$ cat config.mk
export PLATFORM = sky130hd
export DESIGN_NAME = prll_bus
export DESIGN_NICKNAME = d
export VERILOG_FILES = /design/src/rtl/bus_types_pkg.sv /design/src/rtl/bus_ctrl_pkg.sv /design/src/rtl/agent_bus_if.sv /design/src/rtl/turn_ctrl.sv /design/src/rtl/agent_tx.sv /design/src/rtl/agent_rx.sv /design/src/rtl/prll_bus.sv
export VERILOG_INCLUDE_DIRS = /design/src /design/src/rtl
export SDC_FILE = /design/constraint.sdc
export NUM_CORES = 1
export LEC_CHECK = 0
export ABC_AREA = 1
export BUFFER_PORTS_ARGS = -buffer_cell sky130_fd_sc_hd__buf_2
export CORE_MARGIN = 10
export CORE_UTILIZATION = 40
export CTS_CLUSTER_DIAMETER = 50
export DETAILED_ROUTE_END_ITERATION = 16
export PLACE_DENSITY = 0.64
export SYNTH_ARGS = -nofsm -noshare
export SYNTH_HDL_FRONTEND = slang
export SYNTH_SLANG_ARGS = --single-unit
$ cat constraint.sdc
create_clock -name clk -period 2.5 [get_ports clk]
set_input_delay 0.125 -clock clk [delete_from_list [all_inputs] [get_ports clk]]
set_output_delay 0.125 -clock clk [all_outputs]
set_load 0.01 [all_outputs]
$ cat src/rtl/bus_settings.svh
`ifndef BUS_SETTINGS_SVH
`define BUS_SETTINGS_SVH

// number of agents sharing the bus
`define BUS_DRIVERS 4

// full word width
`define BUS_WIDTH 16

// destination field, taken from the top bits of a word
`define BUS_ID_WIDTH 8

// reaches every agent except the sender
`define BUS_BROADCAST {`BUS_ID_WIDTH{1'b1}}

`endif

$ cat src/rtl/bus_types_pkg.sv
`include "bus_settings.svh"

package bus_types_pkg;

  // one word as it travels on the bus
  typedef logic [`BUS_WIDTH-1:0] word_t;

  // destination id in the top bits of a word
  typedef logic [`BUS_ID_WIDTH-1:0] dest_t;

  // keep at least one bit even for a single agent
  localparam int agent_bits = (`BUS_DRIVERS > 1) ? $clog2(`BUS_DRIVERS) : 1;

  // agent index, also the value of the turn register
  typedef logic [agent_bits-1:0] agent_t;

endpackage

$ cat src/rtl/bus_ctrl_pkg.sv
package bus_ctrl_pkg;

  // transmit side of one agent
  //   tx_idle  wait for the turn
  //   tx_pop   take a word from the queue
  //   tx_drive put it on the bus and hand the turn on
  typedef enum logic [1:0] {
    tx_idle,
    tx_pop,
    tx_drive
  } tx_state_t;

endpackage

$ cat src/rtl/agent_bus_if.sv
`timescale 1ns/1ps

interface agent_bus_if;
  import bus_types_pkg::*;

  // this agent holds the turn
  logic  grant;
  // one-cycle pulse, hand the turn to the next agent
  logic  pass;
  // data carries a valid word this cycle
  logic  wrt;
  word_t data;

  modport tx (
    input  grant,
    output pass,
    output wrt,
    output data
  );

  modport ctrl (
    output grant,
    input  pass,
    input  wrt,
    input  data
  );
endinterface

$ cat src/rtl/turn_ctrl.sv
`timescale 1ns/1ps
`include "bus_settings.svh"

module turn_ctrl (
  input  logic                  clk,
  input  logic                  rst,
  agent_bus_if.ctrl             links [`BUS_DRIVERS],
  output logic                  bus_wrt,
  output bus_types_pkg::word_t  bus_data,
  output bus_types_pkg::agent_t holder
);
  import bus_types_pkg::*;

  localparam agent_t last_agent = agent_t'(`BUS_DRIVERS - 1);

  agent_t                  turn;
  logic [`BUS_DRIVERS-1:0] pass_vec;
  logic [`BUS_DRIVERS-1:0] wrt_vec;
  word_t                   data_vec [`BUS_DRIVERS];

  ////////////////////////////////////////////////////////////
  // per-agent links
  ////////////////////////////////////////////////////////////

  // grants decode straight from the turn register
  // strobes and words are gathered for the bus select
  for (genvar i = 0; i < `BUS_DRIVERS; i++) begin : g_link
    assign links[i].grant = (turn == agent_t'(i));
    assign pass_vec[i]    = links[i].pass;
    assign wrt_vec[i]     = links[i].wrt;
    assign data_vec[i]    = links[i].data;
  end

  ////////////////////////////////////////////////////////////
  // round-robin turn
  ////////////////////////////////////////////////////////////

  // only the holder's pass moves the turn
  always_ff @(posedge clk or posedge rst) begin
    if (rst) begin
      turn <= '0;
    end else if (pass_vec[turn]) begin
      if (turn == last_agent) begin
        turn <= '0;
      end else begin
        turn <= turn + agent_t'(1);
      end
    end
  end

  ////////////////////////////////////////////////////////////
  // shared bus
  ////////////////////////////////////////////////////////////

  // mux on the turn register drives the shared bus
  assign holder   = turn;
  assign bus_wrt  = wrt_vec[turn];
  assign bus_data = data_vec[turn];

endmodule

$ cat src/rtl/agent_tx.sv
`timescale 1ns/1ps

module agent_tx (
  input  logic                 clk,
  input  logic                 rst,
  agent_bus_if.tx              link,
  input  logic                 pndng,
  input  bus_types_pkg::word_t d_pop,
  output logic                 pop
);
  import bus_types_pkg::*;
  import bus_ctrl_pkg::*;

  tx_state_t state;
  tx_state_t state_nxt;
  word_t     word_q;
  logic      empty_turn;

  ////////////////////////////////////////////////////////////
  // transmit FSM
  ////////////////////////////////////////////////////////////

  always_comb begin
    state_nxt = state;
    case (state)
      tx_idle: begin
        // start only while holding the turn
        if (link.grant && pndng) begin
          state_nxt = tx_pop;
        end
      end
      tx_pop: begin
        state_nxt = tx_drive;
      end
      tx_drive: begin
        // turn moves on at this edge
        state_nxt = tx_idle;
      end
      default: begin
        state_nxt = tx_idle;
      end
    endcase
  end

  always_ff @(posedge clk or posedge rst) begin
    if (rst) begin
      state <= tx_idle;
    end else begin
      state <= state_nxt;
    end
  end

  ////////////////////////////////////////////////////////////
  // outgoing word
  ////////////////////////////////////////////////////////////

  // queue head is valid with pndng, taken as pop closes
  always_ff @(posedge clk) begin
    if (state == tx_pop) begin
      word_q <= d_pop;
    end
  end

  // holder with nothing queued gives the turn away at once
  assign empty_turn = (state == tx_idle) && link.grant && !pndng;

  assign pop       = (state == tx_pop);
  assign link.wrt  = (state == tx_drive);
  assign link.data = word_q;
  assign link.pass = (state == tx_drive) || empty_turn;

endmodule

$ cat src/rtl/agent_rx.sv
`timescale 1ns/1ps
`include "bus_settings.svh"

module agent_rx #(
  parameter bus_types_pkg::agent_t ID = '0
) (
  input  logic                  clk,
  input  logic                  rst,
  input  logic                  bus_wrt,
  input  bus_types_pkg::word_t  bus_data,
  input  bus_types_pkg::agent_t holder,
  output logic                  push,
  output bus_types_pkg::word_t  d_push
);
  import bus_types_pkg::*;

  dest_t dest;
  logic  dest_hit;
  logic  take;

  // destination sits in the top bits of the word
  assign dest = bus_data[`BUS_WIDTH-1 -: `BUS_ID_WIDTH];

  assign dest_hit = (dest == dest_t'(ID)) || (dest == `BUS_BROADCAST);

  // the sender never receives its own word, broadcast included
  assign take = bus_wrt && (holder != ID) && dest_hit;

  // push is a single-cycle strobe after the bus write
  always_ff @(posedge clk or posedge rst) begin
    if (rst) begin
      push   <= 1'b0;
      d_push <= '0;
    end else begin
      push <= take;
      // last received word stays until the next one
      if (take) begin
        d_push <= bus_data;
      end
    end
  end

endmodule

$ cat src/rtl/prll_bus.sv
`timescale 1ns/1ps
`include "bus_settings.svh"

module prll_bus (
  input  logic                    clk,
  input  logic                    rst,
  input  logic [`BUS_DRIVERS-1:0] pndng,
  input  bus_types_pkg::word_t    d_pop  [`BUS_DRIVERS],
  output logic [`BUS_DRIVERS-1:0] pop,
  output logic [`BUS_DRIVERS-1:0] push,
  output bus_types_pkg::word_t    d_push [`BUS_DRIVERS]
);
  import bus_types_pkg::*;

  // shared bus as seen by every receiver
  logic   bus_wrt;
  word_t  bus_data;
  agent_t holder;

  // one link per agent between its transmitter and the turn controller
  agent_bus_if links [`BUS_DRIVERS] ();

  ////////////////////////////////////////////////////////////
  // turn controller
  ////////////////////////////////////////////////////////////

  turn_ctrl u_turn_ctrl (
    .clk      (clk),
    .rst      (rst),
    .links    (links),
    .bus_wrt  (bus_wrt),
    .bus_data (bus_data),
    .holder   (holder)
  );

  ////////////////////////////////////////////////////////////
  // agents
  ////////////////////////////////////////////////////////////

  for (genvar i = 0; i < `BUS_DRIVERS; i++) begin : g_agent
    agent_tx u_tx (
      .clk   (clk),
      .rst   (rst),
      .link  (links[i]),
      .pndng (pndng[i]),
      .d_pop (d_pop[i]),
      .pop   (pop[i])
    );

    // receiver id equals its position in the loop
    agent_rx #(
      .ID (agent_t'(i))
    ) u_rx (
      .clk      (clk),
      .rst      (rst),
      .bus_wrt  (bus_wrt),
      .bus_data (bus_data),
      .holder   (holder),
      .push     (push[i]),
      .d_push   (d_push[i])
    );
  end

endmodule

==> impl_metrics.toml, run 1 <==
[finish]
syn2layout_area_growth_pct = 34.78
multi_input_area_mm2 = 0.001708
drive_above_1_share_pct = 25.93
layout_commonest_cell = "nand2_1"
stdcell_count = 968
layout_common_cells = "nand2_1 (216), buf_2 (141), dfrtp_1 (78)"
final_nets = 844
nFillCells = 1274
seq_area_mm2 = 0.003874

[clocking]
cts_setup_buffers = 0
ctsResizeCount = 0
clk_pin_slew_ps = 60
clock_latency_ps = 420
numClockSinks = 142
numCtsBuffers = 17
clockRootBuffer = "clkbuf_16"
cts_buffer_depth = 2
cts_tree = "done"
htree_levels = 4

[synth]
yosysSeqAreaShare_pct = 66.14
synthCells = 557
synth_top_area_cell = "dfrtp_1"
synth.area.top_cells = "dfrtp_1 (33%), edfxtp_1 (33%), nand2_1 (14%)"
syn_area_mm2 = 0.005857
yosys_warnings = 0
yosys_register_bits = 142
synth.top_cell.area_share_pct = 33.33
syn-num-nets = 631
ys_types = 25
avgSynthCellArea_um2 = 10.52

[timing]
tightest_slew_ps = 774.9
drv_slew = 0
rsz0062_at_grt = "no"
clock_skew_ps = 8.775
setup_tns_ps = 0
min_period_over_period_pct = 84.48
relSlewSlack_pct = 48.28
layout_setup_ws_ps = 387.9
layout_min_cycle_time_ps = 2112
max_freq_mhz = 473.5
hold_viol = 0
final-setup-viol-count = 0

[placement]
hpwl_um = 10850
post-place-cells = 866
place_congestion = 0.8172
port_buffers = 141
place_worst_setup_slack_ps = 442.9

[setup_path]
crit_path_end_kind = "flop"
crit_type = "reg -> reg"
r2r_start = "u_turn_ctrl.holder[0]"
arrival_ps = 2410
critical_path_required_ps = 2800
critPathLaunchType = "flop"
crit_path_start = "u_turn_ctrl.holder[0]"
crit_fanout = 39

[die]
die_h_um = 141.0
rows = 44
initial_core_util_pct = 40.61
core_area_mm2 = 0.01442
die_x_um = 141.0
fp.dieArea_mm2 = 0.01988
io_pins = 142

[detailed_routing]
num_vias = 4636
drtPass1Iterations = 4
wirelength_um = 15700
first_iter_violations = 255
drc = 0
drt-wirelength-per-cell_um = 16.22
avgViaCountPerCell = 4.789
ant_nets = 0

[power]
fin_total_pwr_mw = 8.796
power_leakage_nw = 4.138
ir_drop_v = 0.0005386
p_per_area_mw_per_mm2 = 1114

[status]
status = "complete, no violations"

[global_routing]
track_usage_pct = 16.26
grt_max_degree = 47
grt-ovfl-total = 0
first_global_vias = 4933
antenna_found_initial = 1
grt_pass1_wl_um = 25680

[min_path]
hold_class = "in -> async"

[flow_run]
cap_violations = 0
==> where the power goes <==
| part | total [mW] | switching [mW] | leakage [nW] | internal [mW] |
|---|---|---|---|---|
| logic | 3.12 | 2.11 | 2.21 | 1.01 |
| registers | 3.42 | 0.318 | 1.66 | 3.10 |
| clock network | 2.26 | 0.915 | 0.263 | 1.34 |
| total | 8.80 | 3.34 | 4.14 | 5.45 |
==> stage by stage <==
stage                     hold WS [ps]  util (%)  instance area (um2)
final                            374.9     54.73                 7894
after global routing             396.4     54.73                 7894
after CTS                        388.8     54.71                 7891
after detailed placement         293.4     46.25                 6671
after global placement           275.8     46.25                 6671
after floorplan                  223.9         -                 5857
==> sequential cells by signal, indices dropped and copies added, names as in the netlist <==
name,cells
u_turn_ctrl.holder,2
g_agent.u_tx.state,8
g_agent.u_tx.link.data,64
g_agent.u_rx.push,4
g_agent.u_rx.d_push,64
==> final cells by class <==
| class | instances | share of cell area [%] |
|---|---|---|
| Sequential cell | 142 | 49.07 |
| Multi-Input combinational cell | 368 | 21.64 |
| Timing Repair Buffer | 219 | 18.54 |
| Clock buffer | 18 | 5.437 |
| Tap cell | 184 | 2.916 |
| Clock inverter | 14 | 1.268 |
| Inverter | 22 | 1.094 |
| Antenna cell | 1 | 0.03170 |
==> synthesized netlist by cell type <==
| cell type | n |
|---|---|
| nor2_8 | 3 |
| nand3_2 | 3 |
| nor2_2 | 2 |
| inv_4 | 1 |
| buf_2 | 4 |
| clkbuf_1 | 3 |
| nand2_2 | 3 |
| nor2_1 | 35 |
| nand2_1 | 216 |
| buf_4 | 11 |
| nor2_4 | 1 |
| buf_6 | 7 |
| inv_1 | 20 |
| inv_2 | 1 |
| o21ai_0 | 21 |
| nand3_1 | 54 |
| nor4_1 | 1 |
| ha_1 | 4 |
| a21oi_1 | 4 |
| nand2_4 | 10 |
| dfrtp_1 | 78 |
| and3_1 | 1 |
| o22ai_1 | 8 |
| edfxtp_1 | 64 |
| o21ai_1 | 2 |
==> critical path, cell delays in order (launching register included) <==
cell	delay, ps
dfrtp_1	420
inv_4	310
nand2_1	130
nand2_1	110
nand2_1	60
nand2_1	110
nand2_1	80
nor2_1	180
nand2_4	130
nand2_4	140
nand2_4	150
nand2_1	110
nand2_1	60
==> final timing paths <==
| kind | cells after the start | slack (ps) | end |
|---|---|---|---|
| setup / recovery | 12 | 390 | g_agent[0].u_rx.d_push[12] |
| hold / removal | 3 | 370 | g_agent[2].u_rx.d_push[9] |
| setup reg to reg | 12 | 390 | g_agent[0].u_rx.d_push[12] |
| hold reg to reg | 2 | 460 | g_agent[2].u_rx.d_push[9] |
| max in group asynchronous | 4 | 1400 | g_agent[0].u_rx.d_push[5] |
| min in group clk | 2 | 420 | g_agent[1].u_tx.link.data[1] |
==> cells by family after synthesis <==
family / after synthesis / share of synthesized area (%)
flops: 142 / 66.14
simple gates: 329 / 25.10
compound gates: 35 / 3.162
buf+inv: 47 / 4.743
fa+ha+maj: 4 / 0.8546
==> per-layer routing <==
metal | vias up | track usage, % | share of wire [%]
li1 | 2256 | - | -
met1 | 2202 | 18.99 | 42
met2 | 161 | 27.22 | 50
met3 | 17 | 5.744 | 5.9
met4 | 0 | 5.380 | 1.7
met5 | - | 0 | 0
==> timing repair <==
item,4_1_cts,5_1_grt
hold buffers,69,0
hold endpoints to repair,112,0
endpoints found under the setup margin,0,0
No activity file was read; power rests on OpenSTA's default activity.
==> run 2: changes to the inputs <==
clock period = 2.2 ns   (was 2.5 ns; I/O delays follow)
==> run 2 against run 1 <==
  * Design area is 1.2% higher
  * First-iteration DRC count up 38%
  * Die area unchanged
  * Clock power grew 21%
  * Combinational power increased by 15%
  * Hold slack worse by 19 ps
  * Global-route usage shrank 0.23 points
  * Core utilization increased by 0.66 points
  * Non-clock buffer count rose by 3
  * Wire length decreased by 1.7%
  * Flip-flop and latch count stayed put
  * Clock-buffer cell count increased by 4
  * Highest routed layer unchanged
==> impl_metrics.toml, run 2 (synthesis results as in run 1) <==
[status]
status = "complete, no violations"

[setup_path]
crit_fanout = 39
crit_path_end_kind = "flop"
critical_path_required_ps = 2490
path_cells = "inv_8 > nand2_1 > nand2_1 > nand2_1 > nand2_1 > nand2_1 > nor2_1 > nand2_4 > nand2_4 > nand2_4 > nand2_1 > nand2_1"
critPathLaunchType = "flop"
crit_type = "reg -> reg"
arrival_ps = 2250
worst_path_most_repeated_cell = "nand2_1"
slowest_delay_ps = 450
cp_slowest_cell = "dfrtp_2"

[die]
rows = 44
die_x_um = 141.0
core_area_mm2 = 0.01442
initial_core_util_pct = 40.61
io_pins = 142
die_h_um = 141.0
fp.dieArea_mm2 = 0.01988

[detailed_routing]
wl_met3_um = 978
drc = 0
routed.top_layer = "met4"
wirelength_um = 15430
ant_nets = 0
drtPass1Iterations = 4
drt-met1-wl_um = 6491
first_iter_violations = 353
num_vias = 4556
avgViaCountPerCell = 4.692
drt-wirelength-per-cell_um = 15.89
wl_met2_um = 7730

[clocking]
cts_tree = "done"
cts_setup_buffers = 0
numCtsBuffers = 17
clock_latency_ps = 420
clk_pin_slew_ps = 60
clockRootBuffer = "clkbuf_16"
htree_levels = 4
cts_buffer_depth = 2
numClockSinks = 142

[global_routing]
track_usage_pct = 16.03
grt_max_degree = 41
first_global_vias = 4812
grt-ovfl-total = 0
grt_pass1_wl_um = 25330
antenna_found_initial = 0

[placement]
dpl_cell_area_mm2 = 0.006706
hpwl_um = 10830
place_congestion = 0.7935
port_buffers = 141
post-place-cells = 869
place_worst_setup_slack_ps = 109.6

[finish]
layout_common_cells = "nand2_1 (216), buf_2 (141), dfrtp_1 (77)"
final_nets = 847
stdcell_count = 971
multi_input_area_mm2 = 0.001708
drive_above_1_share_pct = 26.72
fin_area_mm2 = 0.007989
syn2layout_area_growth_pct = 36.40
seq_area_mm2 = 0.003875
layout_commonest_cell = "nand2_1"
nFillCells = 1237

[timing]
min_period_over_period_pct = 89.09
rsz0062_at_grt = "no"
drv_slew = 0
layout_min_cycle_time_ps = 1960
hold_viol = 0
clock_skew_ps = 9.858
max_freq_mhz = 510.2
relSlewSlack_pct = 50.81
layout_setup_ws_ps = 239.9
tightest_slew_ps = 737.0
setup_tns_ps = 0
final-setup-viol-count = 0

[power]
fin_total_pwr_mw = 10.22
power_leakage_nw = 4.180
p_per_area_mw_per_mm2 = 1279
ir_drop_v = 0.0006290

[flow_run]
cap_violations = 0

[min_path]
hold_class = "in -> async"
==> run 2: timing repair <==
item / 4_1_cts / 5_1_grt
setup endpoints to repair: 0 / 64
resized for setup: 0 / 7
endpoints found under the hold margin: 107 / 0
hold buffers: 69 / 0
==> run 2: through the flow <==
step	util [%]	hold WS [ps]
2_1_floorplan	-	208.9
3_3_place_gp	46.50	237.8
3_5_place_dp	46.50	252.6
4_1_cts	55.24	355.8
5_1_grt	55.37	384.3
6_report	55.39	356.3
==> run 2: final timing paths <==
kind	slack, ps	to	depth (start not counted)	start
min reg2reg	460	g_agent[3].u_rx.d_push[9]	2	g_agent[3].u_rx.d_push[9]
max reg2reg	240	g_agent[3].u_rx.d_push[11]	12	u_turn_ctrl.holder[0]
min in group clk	400	g_agent[1].u_tx.link.data[11]	2	d_pop[43]
min	360	g_agent[2].u_rx.d_push[4]	3	rst
max in group asynchronous	1200	g_agent[3].u_rx.d_push[10]	4	rst
max	240	g_agent[3].u_rx.d_push[11]	12	u_turn_ctrl.holder[0]
==> run 2: routing by layer <==
metal / global-route usage [%] / vias up
met5: 0 / -
met4: 5.978 / 0
met3: 5.408 / 24
met2: 26.53 / 124
met1: 18.87 / 2155
li1: - / 2253
==> run 2: power by group <==
group | switching [mW] | internal, mW | leakage [nW]
Clock | 1.05 | 1.67 | 0.282
Sequential | 0.368 | 3.52 | 1.66
Combinational | 2.36 | 1.24 | 2.24
==> run 2: worst max-delay path, delay by kind of cell (launching register included) <==
kind / cells / cell delay [ps]
AND/OR/NAND/NOR: 11 / 1180
flip-flops: 1 / 450
buffers and inverters: 1 / 190
==> run 2: layout make-up <==
type	instances	area share (%)
sequential	142	48.50
clock buffer	22	6.077
tap	184	2.882
clock inverter	10	1.065
antenna	1	0.03132
inverter	22	1.143
multi-input combinational	368	21.38
timing repair buffer	222	18.92
